[config.mk]
export PLATFORM = sky130hd
export DESIGN_NAME = rv_core
export DESIGN_NICKNAME = d
export VERILOG_FILES = /design/src/rtl/rv_pkg.sv /design/src/rtl/rv_core.sv /design/src/rtl/hazard_unit.sv /design/src/rtl/writeback_stage.sv /design/src/rtl/execute_stage.sv /design/src/rtl/decode_stage.sv /design/src/rtl/reg_file.sv /design/src/rtl/fetch_stage.sv
export SDC_FILE = /design/constraint.sdc
export NUM_CORES = 2
export LEC_CHECK = 0
export BUFFER_PORTS_ARGS = -buffer_cell sky130_fd_sc_hd__buf_2
export CAP_MARGIN = 40
export CORE_ASPECT_RATIO = 1.75
export CORE_MARGIN = 8
export CORE_UTILIZATION = 40
export CTS_BUF_LIST = sky130_fd_sc_hd__clkbuf_16
export DETAILED_ROUTE_END_ITERATION = 6
export PLACE_DENSITY = 0.56
export SYNTH_ARGS = -nofsm -noshare
export SYNTH_HDL_FRONTEND = slang
export SYNTH_SLANG_ARGS = --single-unit
[constraint.sdc]
create_clock -name clk -period 53.3 [get_ports clk]
set_input_delay 2.665 -clock clk [delete_from_list [all_inputs] [get_ports clk]]
set_output_delay 2.665 -clock clk [all_outputs]
set_load 0.01 [all_outputs]
[src/rtl/rv_pkg.sv]
// Widths, opcodes, ALU operations, forwarding selects and pipeline structs of rv_core
`default_nettype none

package rv_pkg;

    localparam int XLEN = 32;

    typedef logic [XLEN-1:0] word_t;
    typedef logic [XLEN-1:0] addr_t;
    typedef logic [31:0]     instr_t;
    typedef logic [4:0]      reg_idx_t;

    // ADDI x0, x0, 0
    localparam instr_t NOP_INSTR = 32'h0000_0013;

    typedef enum logic [6:0] {
        OPC_LUI    = 7'b0110111,
        OPC_OP_IMM = 7'b0010011,
        OPC_OP     = 7'b0110011,
        OPC_LOAD   = 7'b0000011,
        OPC_STORE  = 7'b0100011,
        OPC_BRANCH = 7'b1100011,
        OPC_JAL    = 7'b1101111
    } opcode_e;

    typedef enum logic [3:0] {
        ALU_ADD, ALU_SUB, ALU_AND, ALU_OR, ALU_XOR,
        ALU_SLT, ALU_SLL, ALU_SRL, ALU_PASS_B
    } alu_op_e;

    typedef enum logic [1:0] {
        FWD_RF, FWD_EXMEM, FWD_MEMWB
    } fwd_sel_e;

    typedef struct packed {
        alu_op_e alu_op;
        logic    use_imm;
        logic    mem_read;
        logic    mem_write;
        logic    reg_write;
        logic    is_branch;
        logic    branch_ne;
        logic    is_jal;
    } ctrl_t;

    typedef struct packed {
        logic     valid;
        addr_t    pc;
        word_t    rs1_val;
        word_t    rs2_val;
        reg_idx_t rs1_idx;
        reg_idx_t rs2_idx;
        reg_idx_t rd;
        word_t    imm;
        ctrl_t    ctrl;
    } id_ex_t;

    typedef struct packed {
        word_t    alu_result;
        word_t    store_data;
        reg_idx_t rd;
        logic     mem_read;
        logic     mem_write;
        logic     reg_write;
    } ex_mem_t;

    typedef struct packed {
        word_t    alu_result;
        word_t    load_data;
        reg_idx_t rd;
        logic     mem_to_reg;
        logic     reg_write;
    } mem_wb_t;

    typedef struct packed {
        logic  taken;
        addr_t target;
    } redirect_t;

    typedef struct packed {
        addr_t addr;
        word_t wdata;
        logic  read;
        logic  write;
    } dmem_req_t;

endpackage

`default_nettype wire
[src/rtl/rv_core.sv]
// Top level of the five-stage RV32I pipeline, stage wiring and data memory request
`default_nettype none
`timescale 1ns/1ps

module rv_core #(
    parameter rv_pkg::addr_t RESET_PC = '0
) (
    input  wire logic            clk,
    input  wire logic            rst,
    output rv_pkg::addr_t        imem_addr_o,
    input  wire rv_pkg::instr_t  imem_rdata_i,
    output rv_pkg::dmem_req_t    dmem_req_o,
    input  wire rv_pkg::word_t   dmem_rdata_i
);
    import rv_pkg::*;

    addr_t     if_pc;
    instr_t    if_instr;
    logic      stall;
    logic      bubble;
    reg_idx_t  id_rs1;
    reg_idx_t  id_rs2;
    id_ex_t    id_ex;
    ex_mem_t   ex_mem;
    redirect_t redirect;
    fwd_sel_e  fwd_a;
    fwd_sel_e  fwd_b;
    logic      wb_we;
    reg_idx_t  wb_rd;
    word_t     wb_data;

    ////////////////////////////////////////////////////////////
    // Pipeline stages
    ////////////////////////////////////////////////////////////
    fetch_stage #(
        .RESET_PC (RESET_PC)
    ) u_fetch (
        .clk          (clk),
        .rst          (rst),
        .stall_i      (stall),
        .redirect_i   (redirect),
        .imem_addr_o  (imem_addr_o),
        .imem_rdata_i (imem_rdata_i),
        .if_pc_o      (if_pc),
        .if_instr_o   (if_instr)
    );

    decode_stage u_decode (
        .clk        (clk),
        .rst        (rst),
        .if_pc_i    (if_pc),
        .if_instr_i (if_instr),
        .bubble_i   (bubble),
        .wb_we_i    (wb_we),
        .wb_rd_i    (wb_rd),
        .wb_data_i  (wb_data),
        .id_rs1_o   (id_rs1),
        .id_rs2_o   (id_rs2),
        .id_ex_o    (id_ex)
    );

    execute_stage u_execute (
        .clk        (clk),
        .rst        (rst),
        .id_ex_i    (id_ex),
        .fwd_a_i    (fwd_a),
        .fwd_b_i    (fwd_b),
        .wb_data_i  (wb_data),
        .redirect_o (redirect),
        .ex_mem_o   (ex_mem)
    );

    // MEM stage is just the external port
    assign dmem_req_o.addr  = ex_mem.alu_result;
    assign dmem_req_o.wdata = ex_mem.store_data;
    assign dmem_req_o.read  = ex_mem.mem_read;
    assign dmem_req_o.write = ex_mem.mem_write;

    writeback_stage u_writeback (
        .clk         (clk),
        .rst         (rst),
        .ex_mem_i    (ex_mem),
        .load_data_i (dmem_rdata_i),
        .wb_we_o     (wb_we),
        .wb_rd_o     (wb_rd),
        .wb_data_o   (wb_data)
    );

    ////////////////////////////////////////////////////////////
    // Hazards and forwarding
    ////////////////////////////////////////////////////////////
    hazard_unit u_hazard (
        .id_rs1_i   (id_rs1),
        .id_rs2_i   (id_rs2),
        .id_ex_i    (id_ex),
        .ex_mem_i   (ex_mem),
        .wb_we_i    (wb_we),
        .wb_rd_i    (wb_rd),
        .redirect_i (redirect),
        .stall_o    (stall),
        .bubble_o   (bubble),
        .fwd_a_o    (fwd_a),
        .fwd_b_o    (fwd_b)
    );

endmodule

`default_nettype wire

[src/rtl/hazard_unit.sv]
// Forwarding selects, load-use stall detection and bubble insertion
`default_nettype none
`timescale 1ns/1ps

module hazard_unit (
    input  wire rv_pkg::reg_idx_t  id_rs1_i,
    input  wire rv_pkg::reg_idx_t  id_rs2_i,
    input  wire rv_pkg::id_ex_t    id_ex_i,
    input  wire rv_pkg::ex_mem_t   ex_mem_i,
    input  wire logic              wb_we_i,
    input  wire rv_pkg::reg_idx_t  wb_rd_i,
    input  wire rv_pkg::redirect_t redirect_i,
    output logic                   stall_o,
    output logic                   bubble_o,
    output rv_pkg::fwd_sel_e       fwd_a_o,
    output rv_pkg::fwd_sel_e       fwd_b_o
);
    import rv_pkg::*;

    logic load_use;

    // Younger result wins
    function automatic fwd_sel_e pick_fwd(reg_idx_t src);
        if (ex_mem_i.reg_write && ex_mem_i.rd != '0 && ex_mem_i.rd == src) return FWD_EXMEM;
        if (wb_we_i && wb_rd_i != '0 && wb_rd_i == src) return FWD_MEMWB;
        return FWD_RF;
    endfunction

    always_comb begin
        fwd_a_o = pick_fwd(id_ex_i.rs1_idx);
        fwd_b_o = pick_fwd(id_ex_i.rs2_idx);
    end

    // Load in EX feeding the instruction in ID
    assign load_use = id_ex_i.valid && id_ex_i.ctrl.mem_read && (id_ex_i.rd != '0) &&
                      ((id_ex_i.rd == id_rs1_i) || (id_ex_i.rd == id_rs2_i));

    assign stall_o  = load_use;
    assign bubble_o = load_use || redirect_i.taken;

endmodule

`default_nettype wire

[src/rtl/writeback_stage.sv]
// MEM/WB register and writeback data selection
`default_nettype none
`timescale 1ns/1ps

module writeback_stage (
    input  wire logic            clk,
    input  wire logic            rst,
    input  wire rv_pkg::ex_mem_t ex_mem_i,
    input  wire rv_pkg::word_t   load_data_i,
    output logic                 wb_we_o,
    output rv_pkg::reg_idx_t     wb_rd_o,
    output rv_pkg::word_t        wb_data_o
);
    import rv_pkg::*;

    mem_wb_t mem_wb_q;

    always_ff @(posedge clk or posedge rst) begin
        if (rst) begin
            mem_wb_q <= '0;
        end else begin
            mem_wb_q.alu_result <= ex_mem_i.alu_result;
            mem_wb_q.load_data  <= load_data_i;
            mem_wb_q.rd         <= ex_mem_i.rd;
            mem_wb_q.mem_to_reg <= ex_mem_i.mem_read;
            // x0 writes dropped here so nothing downstream forwards them
            mem_wb_q.reg_write  <= ex_mem_i.reg_write && (ex_mem_i.rd != '0);
        end
    end

    assign wb_we_o   = mem_wb_q.reg_write;
    assign wb_rd_o   = mem_wb_q.rd;
    assign wb_data_o = mem_wb_q.mem_to_reg ? mem_wb_q.load_data : mem_wb_q.alu_result;

endmodule

`default_nettype wire

[src/rtl/execute_stage.sv]
// Operand forwarding, ALU, branch resolution and the EX/MEM register
`default_nettype none
`timescale 1ns/1ps

module execute_stage (
    input  wire logic              clk,
    input  wire logic              rst,
    input  wire rv_pkg::id_ex_t    id_ex_i,
    input  wire rv_pkg::fwd_sel_e  fwd_a_i,
    input  wire rv_pkg::fwd_sel_e  fwd_b_i,
    input  wire rv_pkg::word_t     wb_data_i,
    output rv_pkg::redirect_t      redirect_o,
    output rv_pkg::ex_mem_t        ex_mem_o
);
    import rv_pkg::*;

    ex_mem_t ex_mem_q;
    word_t   op_a;
    word_t   rs2_fwd;
    word_t   op_b;
    word_t   alu_res;
    word_t   result;
    logic    slt_bit;
    logic    br_eq;

    function automatic word_t pick_operand(fwd_sel_e sel, word_t rf_val);
        case (sel)
            FWD_EXMEM: return ex_mem_q.alu_result;
            FWD_MEMWB: return wb_data_i;
            default:   return rf_val;
        endcase
    endfunction

    always_comb begin
        op_a    = pick_operand(fwd_a_i, id_ex_i.rs1_val);
        rs2_fwd = pick_operand(fwd_b_i, id_ex_i.rs2_val);
    end

    assign op_b    = id_ex_i.ctrl.use_imm ? id_ex_i.imm : rs2_fwd;
    assign slt_bit = $signed(op_a) < $signed(op_b);

    always_comb begin
        case (id_ex_i.ctrl.alu_op)
            ALU_SUB:    alu_res = op_a - op_b;
            ALU_AND:    alu_res = op_a & op_b;
            ALU_OR:     alu_res = op_a | op_b;
            ALU_XOR:    alu_res = op_a ^ op_b;
            ALU_SLT:    alu_res = {{(XLEN-1){1'b0}}, slt_bit};
            ALU_SLL:    alu_res = op_a << op_b[4:0];
            ALU_SRL:    alu_res = op_a >> op_b[4:0];
            ALU_PASS_B: alu_res = op_b;
            default:    alu_res = op_a + op_b;
        endcase
    end

    // JAL links pc+4
    assign result = id_ex_i.ctrl.is_jal ? id_ex_i.pc + word_t'(4) : alu_res;

    ////////////////////////////////////////////////////////////
    // Branch resolution
    ////////////////////////////////////////////////////////////
    assign br_eq             = (op_a == rs2_fwd);
    assign redirect_o.taken  = id_ex_i.valid && (id_ex_i.ctrl.is_jal ||
                               (id_ex_i.ctrl.is_branch && (br_eq ^ id_ex_i.ctrl.branch_ne)));
    assign redirect_o.target = id_ex_i.pc + id_ex_i.imm;

    always_ff @(posedge clk or posedge rst) begin
        if (rst) begin
            ex_mem_q <= '0;
        end else begin
            ex_mem_q.alu_result <= result;
            ex_mem_q.store_data <= rs2_fwd;
            ex_mem_q.rd         <= id_ex_i.rd;
            ex_mem_q.mem_read   <= id_ex_i.valid && id_ex_i.ctrl.mem_read;
            ex_mem_q.mem_write  <= id_ex_i.valid && id_ex_i.ctrl.mem_write;
            ex_mem_q.reg_write  <= id_ex_i.valid && id_ex_i.ctrl.reg_write;
        end
    end

    assign ex_mem_o = ex_mem_q;

endmodule

`default_nettype wire

[src/rtl/decode_stage.sv]
// Instruction decode, immediate generation, register file and the ID/EX register
`default_nettype none
`timescale 1ns/1ps

module decode_stage (
    input  wire logic             clk,
    input  wire logic             rst,
    input  wire rv_pkg::addr_t    if_pc_i,
    input  wire rv_pkg::instr_t   if_instr_i,
    input  wire logic             bubble_i,
    input  wire logic             wb_we_i,
    input  wire rv_pkg::reg_idx_t wb_rd_i,
    input  wire rv_pkg::word_t    wb_data_i,
    output rv_pkg::reg_idx_t      id_rs1_o,
    output rv_pkg::reg_idx_t      id_rs2_o,
    output rv_pkg::id_ex_t        id_ex_o
);
    import rv_pkg::*;

    opcode_e opcode;
    logic [2:0] funct3;
    ctrl_t   ctrl;
    word_t   imm;
    word_t   rs1_val;
    word_t   rs2_val;
    id_ex_t  id_ex_d;
    id_ex_t  id_ex_q;

    assign opcode   = opcode_e'(if_instr_i[6:0]);
    assign funct3   = if_instr_i[14:12];
    assign id_rs1_o = if_instr_i[19:15];
    assign id_rs2_o = if_instr_i[24:20];

    reg_file u_reg_file (
        .clk        (clk),
        .rst        (rst),
        .rs1_i      (id_rs1_o),
        .rs2_i      (id_rs2_o),
        .rs1_data_o (rs1_val),
        .rs2_data_o (rs2_val),
        .we_i       (wb_we_i),
        .rd_i       (wb_rd_i),
        .rd_data_i  (wb_data_i)
    );

    ////////////////////////////////////////////////////////////
    // Control and immediate decode
    ////////////////////////////////////////////////////////////
    always_comb begin
        ctrl        = '0;
        ctrl.alu_op = ALU_ADD;
        imm         = '0;
        case (opcode)
            OPC_LUI: begin
                ctrl.alu_op    = ALU_PASS_B;
                ctrl.use_imm   = 1'b1;
                ctrl.reg_write = 1'b1;
                imm            = {if_instr_i[31:12], 12'b0};
            end
            OPC_OP_IMM: begin
                ctrl.use_imm   = 1'b1;
                ctrl.reg_write = 1'b1;
                imm            = {{20{if_instr_i[31]}}, if_instr_i[31:20]};
                case (funct3)
                    3'b010:  ctrl.alu_op = ALU_SLT;
                    3'b100:  ctrl.alu_op = ALU_XOR;
                    3'b110:  ctrl.alu_op = ALU_OR;
                    3'b111:  ctrl.alu_op = ALU_AND;
                    default: ctrl.alu_op = ALU_ADD;
                endcase
            end
            OPC_OP: begin
                ctrl.reg_write = 1'b1;
                case (funct3)
                    3'b000:  ctrl.alu_op = if_instr_i[30] ? ALU_SUB : ALU_ADD;
                    3'b001:  ctrl.alu_op = ALU_SLL;
                    3'b010:  ctrl.alu_op = ALU_SLT;
                    3'b100:  ctrl.alu_op = ALU_XOR;
                    3'b101:  ctrl.alu_op = ALU_SRL;
                    3'b110:  ctrl.alu_op = ALU_OR;
                    default: ctrl.alu_op = ALU_AND;
                endcase
            end
            OPC_LOAD: begin
                ctrl.use_imm   = 1'b1;
                ctrl.mem_read  = 1'b1;
                ctrl.reg_write = 1'b1;
                imm            = {{20{if_instr_i[31]}}, if_instr_i[31:20]};
            end
            OPC_STORE: begin
                ctrl.use_imm   = 1'b1;
                ctrl.mem_write = 1'b1;
                imm = {{20{if_instr_i[31]}}, if_instr_i[31:25], if_instr_i[11:7]};
            end
            OPC_BRANCH: begin
                ctrl.is_branch = 1'b1;
                ctrl.branch_ne = funct3[0];
                imm = {{19{if_instr_i[31]}}, if_instr_i[31], if_instr_i[7],
                       if_instr_i[30:25], if_instr_i[11:8], 1'b0};
            end
            OPC_JAL: begin
                ctrl.is_jal    = 1'b1;
                ctrl.reg_write = 1'b1;
                imm = {{11{if_instr_i[31]}}, if_instr_i[31], if_instr_i[19:12],
                       if_instr_i[20], if_instr_i[30:21], 1'b0};
            end
            default: ;
        endcase
    end

    // Bubble kills everything with a side effect
    always_comb begin
        id_ex_d.valid   = 1'b1;
        id_ex_d.pc      = if_pc_i;
        id_ex_d.rs1_val = rs1_val;
        id_ex_d.rs2_val = rs2_val;
        id_ex_d.rs1_idx = id_rs1_o;
        id_ex_d.rs2_idx = id_rs2_o;
        id_ex_d.rd      = if_instr_i[11:7];
        id_ex_d.imm     = imm;
        id_ex_d.ctrl    = ctrl;
        if (bubble_i) begin
            id_ex_d.valid          = 1'b0;
            id_ex_d.ctrl.mem_read  = 1'b0;
            id_ex_d.ctrl.mem_write = 1'b0;
            id_ex_d.ctrl.reg_write = 1'b0;
            id_ex_d.ctrl.is_branch = 1'b0;
            id_ex_d.ctrl.is_jal    = 1'b0;
        end
    end

    always_ff @(posedge clk or posedge rst) begin
        if (rst) begin
            id_ex_q <= '0;
        end else begin
            id_ex_q <= id_ex_d;
        end
    end

    assign id_ex_o = id_ex_q;

    a_no_read_write: assert property (@(posedge clk) disable iff (rst)
        id_ex_q.valid |-> !(id_ex_q.ctrl.mem_read && id_ex_q.ctrl.mem_write));

endmodule

`default_nettype wire

[src/rtl/reg_file.sv]
// Integer register file, x0 tied to zero, write-first read bypass
`default_nettype none
`timescale 1ns/1ps

module reg_file (
    input  wire logic             clk,
    input  wire logic             rst,
    input  wire rv_pkg::reg_idx_t rs1_i,
    input  wire rv_pkg::reg_idx_t rs2_i,
    output rv_pkg::word_t         rs1_data_o,
    output rv_pkg::word_t         rs2_data_o,
    input  wire logic             we_i,
    input  wire rv_pkg::reg_idx_t rd_i,
    input  wire rv_pkg::word_t    rd_data_i
);
    import rv_pkg::*;

    word_t regs_q [32];

    always_ff @(posedge clk or posedge rst) begin
        if (rst) begin
            for (int i = 0; i < 32; i++) begin
                regs_q[i] <= '0;
            end
        end else if (we_i && rd_i != '0) begin
            regs_q[rd_i] <= rd_data_i;
        end
    end

    // Writeback in the same cycle is seen by decode
    function automatic word_t read_port(reg_idx_t idx);
        if (idx == '0) return '0;
        if (we_i && rd_i == idx) return rd_data_i;
        return regs_q[idx];
    endfunction

    always_comb begin
        rs1_data_o = read_port(rs1_i);
        rs2_data_o = read_port(rs2_i);
    end

endmodule

`default_nettype wire

[src/rtl/fetch_stage.sv]
// Program counter, next-PC selection and the IF/ID register with flush
`default_nettype none
`timescale 1ns/1ps

module fetch_stage #(
    parameter rv_pkg::addr_t RESET_PC = '0
) (
    input  wire logic              clk,
    input  wire logic              rst,
    input  wire logic              stall_i,
    input  wire rv_pkg::redirect_t redirect_i,
    output rv_pkg::addr_t          imem_addr_o,
    input  wire rv_pkg::instr_t    imem_rdata_i,
    output rv_pkg::addr_t          if_pc_o,
    output rv_pkg::instr_t         if_instr_o
);
    import rv_pkg::*;

    addr_t  pc_q;
    addr_t  if_pc_q;
    instr_t if_instr_q;

    // Redirect wins over a load-use hold
    always_ff @(posedge clk or posedge rst) begin
        if (rst) begin
            pc_q       <= RESET_PC;
            if_pc_q    <= RESET_PC;
            if_instr_q <= NOP_INSTR;
        end else if (redirect_i.taken) begin
            pc_q       <= redirect_i.target;
            if_pc_q    <= pc_q;
            if_instr_q <= NOP_INSTR;
        end else if (!stall_i) begin
            pc_q       <= pc_q + addr_t'(4);
            if_pc_q    <= pc_q;
            if_instr_q <= imem_rdata_i;
        end
    end

    assign imem_addr_o = pc_q;
    assign if_pc_o     = if_pc_q;
    assign if_instr_o  = if_instr_q;

    // Branch and jump targets must keep the PC on a word boundary
    a_pc_aligned: assert property (@(posedge clk) disable iff (rst) pc_q[1:0] == 2'b00);

endmodule

`default_nettype wire

==> flow_summary_export.csv <==
group,metric,value,unit
clocking,h-tree-depth,4,
synth,synth_cell_type_count,88,
synth,synth_fa_ha_area_share,2.11,%
floorplanning,die_height,605,um
route,drc_errors,0,
cells_and_area,layout-drive-gt1-share,18.6,%
worst_setup_path,critPathMostFrequentCell,"buf_4",
hold_path,hold_depth,0,
worst_setup_path,critical_path.max_stage_delay,590,ps
sta,post-route-min-period,7850,ps
cells_and_area,final_util,44.8,%
worst_setup_path,cp_num_buf_inv,7,
synth,ys_ff_latch,1418,
floorplanning,rows,216,
synth,syn_avg_cell_area,10.3,sq um
worst_setup_path,crit_path_start_kind,"flop",
grt,grtUsageTotal,30.4,%
clocking,clk_path_buf_depth,4,
grt,grt_pass1_wl,475000,um
sta,setup_viol,0,
route,firstDrtPassIters,6,
sta,rsz0062_at_grt,"no",
route,wirelength,331000,um
placement,hpwl,228000,um
synth,synth_ff_type,"dfrtp_1",
power_and_ir_drop,pwr_density_cell,29.7,nW/um^2
clocking,tritoncts,"built",
cells_and_area,syn_to_final_growth,11.6,%
cells_and_area,n_fill_cell,18411,
worst_setup_path,critPathKind,"reg2reg",
cells_and_area,multi_input_area,40700,sq um
route,vias,63297,
floorplanning,io_pins,164,
worst_setup_path,required,54010,ps
worst_setup_path,startpoint,"u_execute.ex_mem_o[5]",
clocking,cts.sinks,1418,
synth,muxShareOfSynthArea,19.5,%
power_and_ir_drop,leakagePower,39.0,nW
placement,dpl.cell_count,9952,
worst_setup_path,r2r_start,"u_execute.ex_mem_o[5]",
cells_and_area,nets,7695,
synth,syn_inst,7715,
worst_setup_path,crit_slowest_cell,"or4_1",
sta,fin_setup_tns,0,ps
worst_setup_path,r2r-end,"u_execute.ex_mem_o[40]",
synth,synthXorXnorAreaFrac,1.37,%
worst_setup_path,cp.arrival,8560,ps
sta,fin_crit_sh,14.7,%
worst_setup_path,reg2reg_slack,45450,ps
clocking,cts_hold_buf,0,
clocking,cts_buffers,147,
hold_path,hold_start,"u_fetch.if_pc_o[17]",
synth,async_flop_share,100,%
clocking,postCtsSetupRepairBufs,0,
clocking,clock_latency,820,ps
hold_path,min_to,"u_decode.id_ex_o[139]",
cells_and_area,final_cells,10218,
sta,hold_violations,0,
placement,port-buffer-count,163,
synth,synth_compound_area_share,16.0,%
outcome,status,"finished clean",
synth,yosysWarnings,0,
hold_path,min_path_type,"reg2reg",
route,routed_via_density,6.19,
clocking,post_cts_resized,0,
worst_setup_path,crit_path_end_kind,"flop",
worst_setup_path,reg2reg_depth,26,
worst_setup_path,crit_family,"compound AO/OA/AOI/OAI gates",
power_and_ir_drop,irDropWorstVdd,0.0000212,V
clocking,root_buffer,"clkbuf_16",
sta,max_freq,0.127,GHz
sta,skew,51.7,ps
route,dr.first_iter.drc_count,5503,
sta,slew_headroom,19.8,%
grt,grt_max_degree,173,
synth,synth_top_family_by_area,"multiplexers",
route,drtAntennaViolNets,0,
sta,final_max_slew_viol_count,0,
route,wl_per_cell,32.4,um
floorplanning,initial_core_util,40.2,%
placement,gp_congestion,1.10,
placement,post-place-ws,45460,ps
grt,grt_overflow,0,
job,max_cap_viol_count,0,
floorplanning,fp.dieW,353,um
sta,worst_slew_pin_slew,1200,ps
grt,grt_pass1_vias,63999,
grt,antenna_found_initial,20,
floorplanning,core_region_area,198000,sq um
worst_setup_path,crit_fanout,40,
synth,seq_area_frac_synth,44.7,%
floorplanning,die_area,213000,sq um
sta,worst_slack,45450,ps
clocking,clk_pin_slew,80,ps
synth,syn_nets,7914,
synth,synthSimpleGateAreaFrac,11.3,%
synth,mappedNetlistArea,79300,sq um
cells_and_area,seq_area,35500,sq um
synth,synth_edf_count,0,
-- synthesized netlist by cell type, types with 13 or more instances --
master	instances	area (sq um)
ha_1	132	1650
nand2b_1	40	250
buf_2	32	160
xor2_1	55	482
a22o_1	36	315
o22ai_1	89	557
inv_1	127	477
or3_1	58	363
buf_4	74	556
o221ai_1	42	368
a221o_1	21	210
nor4_1	18	113
mux2i_1	342	3420
mux2_1	21	236
and4_1	32	280
dfrtp_1	1415	35400
o21bai_1	22	165
mux4_2	480	10800
nor2_1	738	2770
nor3_1	115	576
nor2b_1	20	125
o31ai_2	23	288
o21ai_1	28	140
nand4_1	67	419
and2_1	22	138
xnor2_1	69	604
buf_1	78	293
and3_1	25	156
clkbuf_1	622	2330
or2_2	40	250
a21oi_1	607	3040
mux2_2	90	1010
a221oi_1	79	692
o31ai_1	14	105
o211ai_1	46	345
a22oi_1	28	210
nand3_1	58	290
o21ai_0	765	3830
nand2_1	800	3000
a21o_1	47	353
a211oi_1	64	480
a32oi_1	13	114
a31o_1	30	263
a31oi_1	48	300
-- cell type report --
type | count | share of cell area [%]
Multi-Input combinational cell | 5354 | 46.0
Sequential cell | 1418 | 40.1
Timing Repair Buffer | 443 | 4.56
Clock buffer | 149 | 4.21
Tap cell | 2616 | 3.70
Clock inverter | 99 | 0.804
Inverter | 132 | 0.568
Antenna cell | 7 | 0.0198
-- layout by cell type (no fill, tap or decap), drive strengths merged, types with 79 or more instances in the layout --
cell / n
o21ai: 794
inv: 152
mux2: 111
nor2: 738
nor3: 117
clkbuf: 153
a221oi: 79
mux2i: 344
buf: 438
a21oi: 607
dfrtp: 1415
mux4: 480
ha: 132
nand2: 801
o22ai: 89
-- registers in the layout (all words and copies together), names as in the netlist --
| register | cells |
|---|---|
| u_decode.id_ex_o | 155 |
| u_execute.ex_mem_o | 72 |
| u_writeback.wb_we_o | 1 |
| u_writeback.wb_rd_o | 5 |
| u_fetch.if_instr_o | 32 |
| u_decode.u_reg_file.regs_q | 1024 |
| u_fetch.if_pc_o | 32 |
| u_writeback.mem_wb_q | 65 |
| u_fetch.imem_addr_o | 32 |
-- worst max path at each step --
stage	cells past startpoint	slack [ps]	endpoint
after floorplan	1	10650	u_decode.id_ex_o[0]
after global placement	25	45180	u_execute.ex_mem_o[40]
after detailed placement	26	45460	u_execute.ex_mem_o[40]
after CTS	26	45430	u_execute.ex_mem_o[40]
after global routing	26	45220	u_execute.ex_mem_o[40]
final	26	45450	u_execute.ex_mem_o[40]
-- logic make-up (layout without fill, tap and decap cells) --
group | count (synthesis) | count (layout)
flops | 1418 | 1418
compound gates | 2095 | 2095
fa+ha+maj | 133 | 133
buf+inv | 943 | 823
mux | 935 | 935
xor+xnor | 124 | 124
other cells | 0 | 7
simple gates | 2067 | 2067
-- where the power goes --
part	leakage (nW)	internal [mW]	switching, mW
combinational	17.4	0.152	0.269
clock	2.27	0.555	0.452
sequential	19.3	1.13	0.0682
-- metrics by stage --
step                      power (mW)  hold WS [ps]  cell area [sq um]
after global placement          1.61           354              82200
after floorplan                 1.45           350              79300
after CTS                       2.64           366              88400
after detailed placement        1.63           357              84000
after global routing            2.71           378              88500
final                           2.63           364              88500
-- metal layers --
metal,up-vias,GRT usage [%],part of all wire (%)
met4,6,25.7,11
met5,-,0,0.012
met2,2610,52.1,49
met3,1022,4.67,5.8
li1,27538,-,-
met1,32121,33.0,34
-- worst reg2reg max path, stage by stage, from the launching register on --
cell and delay [ps]:
dfrtp_1 430, or4_1 590, o21a_1 200, buf_4 240
and3_2 240, buf_4 300, o31ai_4 430, o21ai_4 70
buf_4 320, inv_2 120, buf_4 510, ha_1 250
inv_1 50, ha_1 190, o21a_1 190, o21ai_0 560
a211oi_1 240, a2111oi_2 520, buf_4 260, o31a_1 230
a21oi_1 200, a2111o_1 460, nand2_1 200, nor4_1 90
o21ai_0 560, a31oi_1 160, o21ai_0 160
No activity file was read; power rests on OpenSTA's default activity.
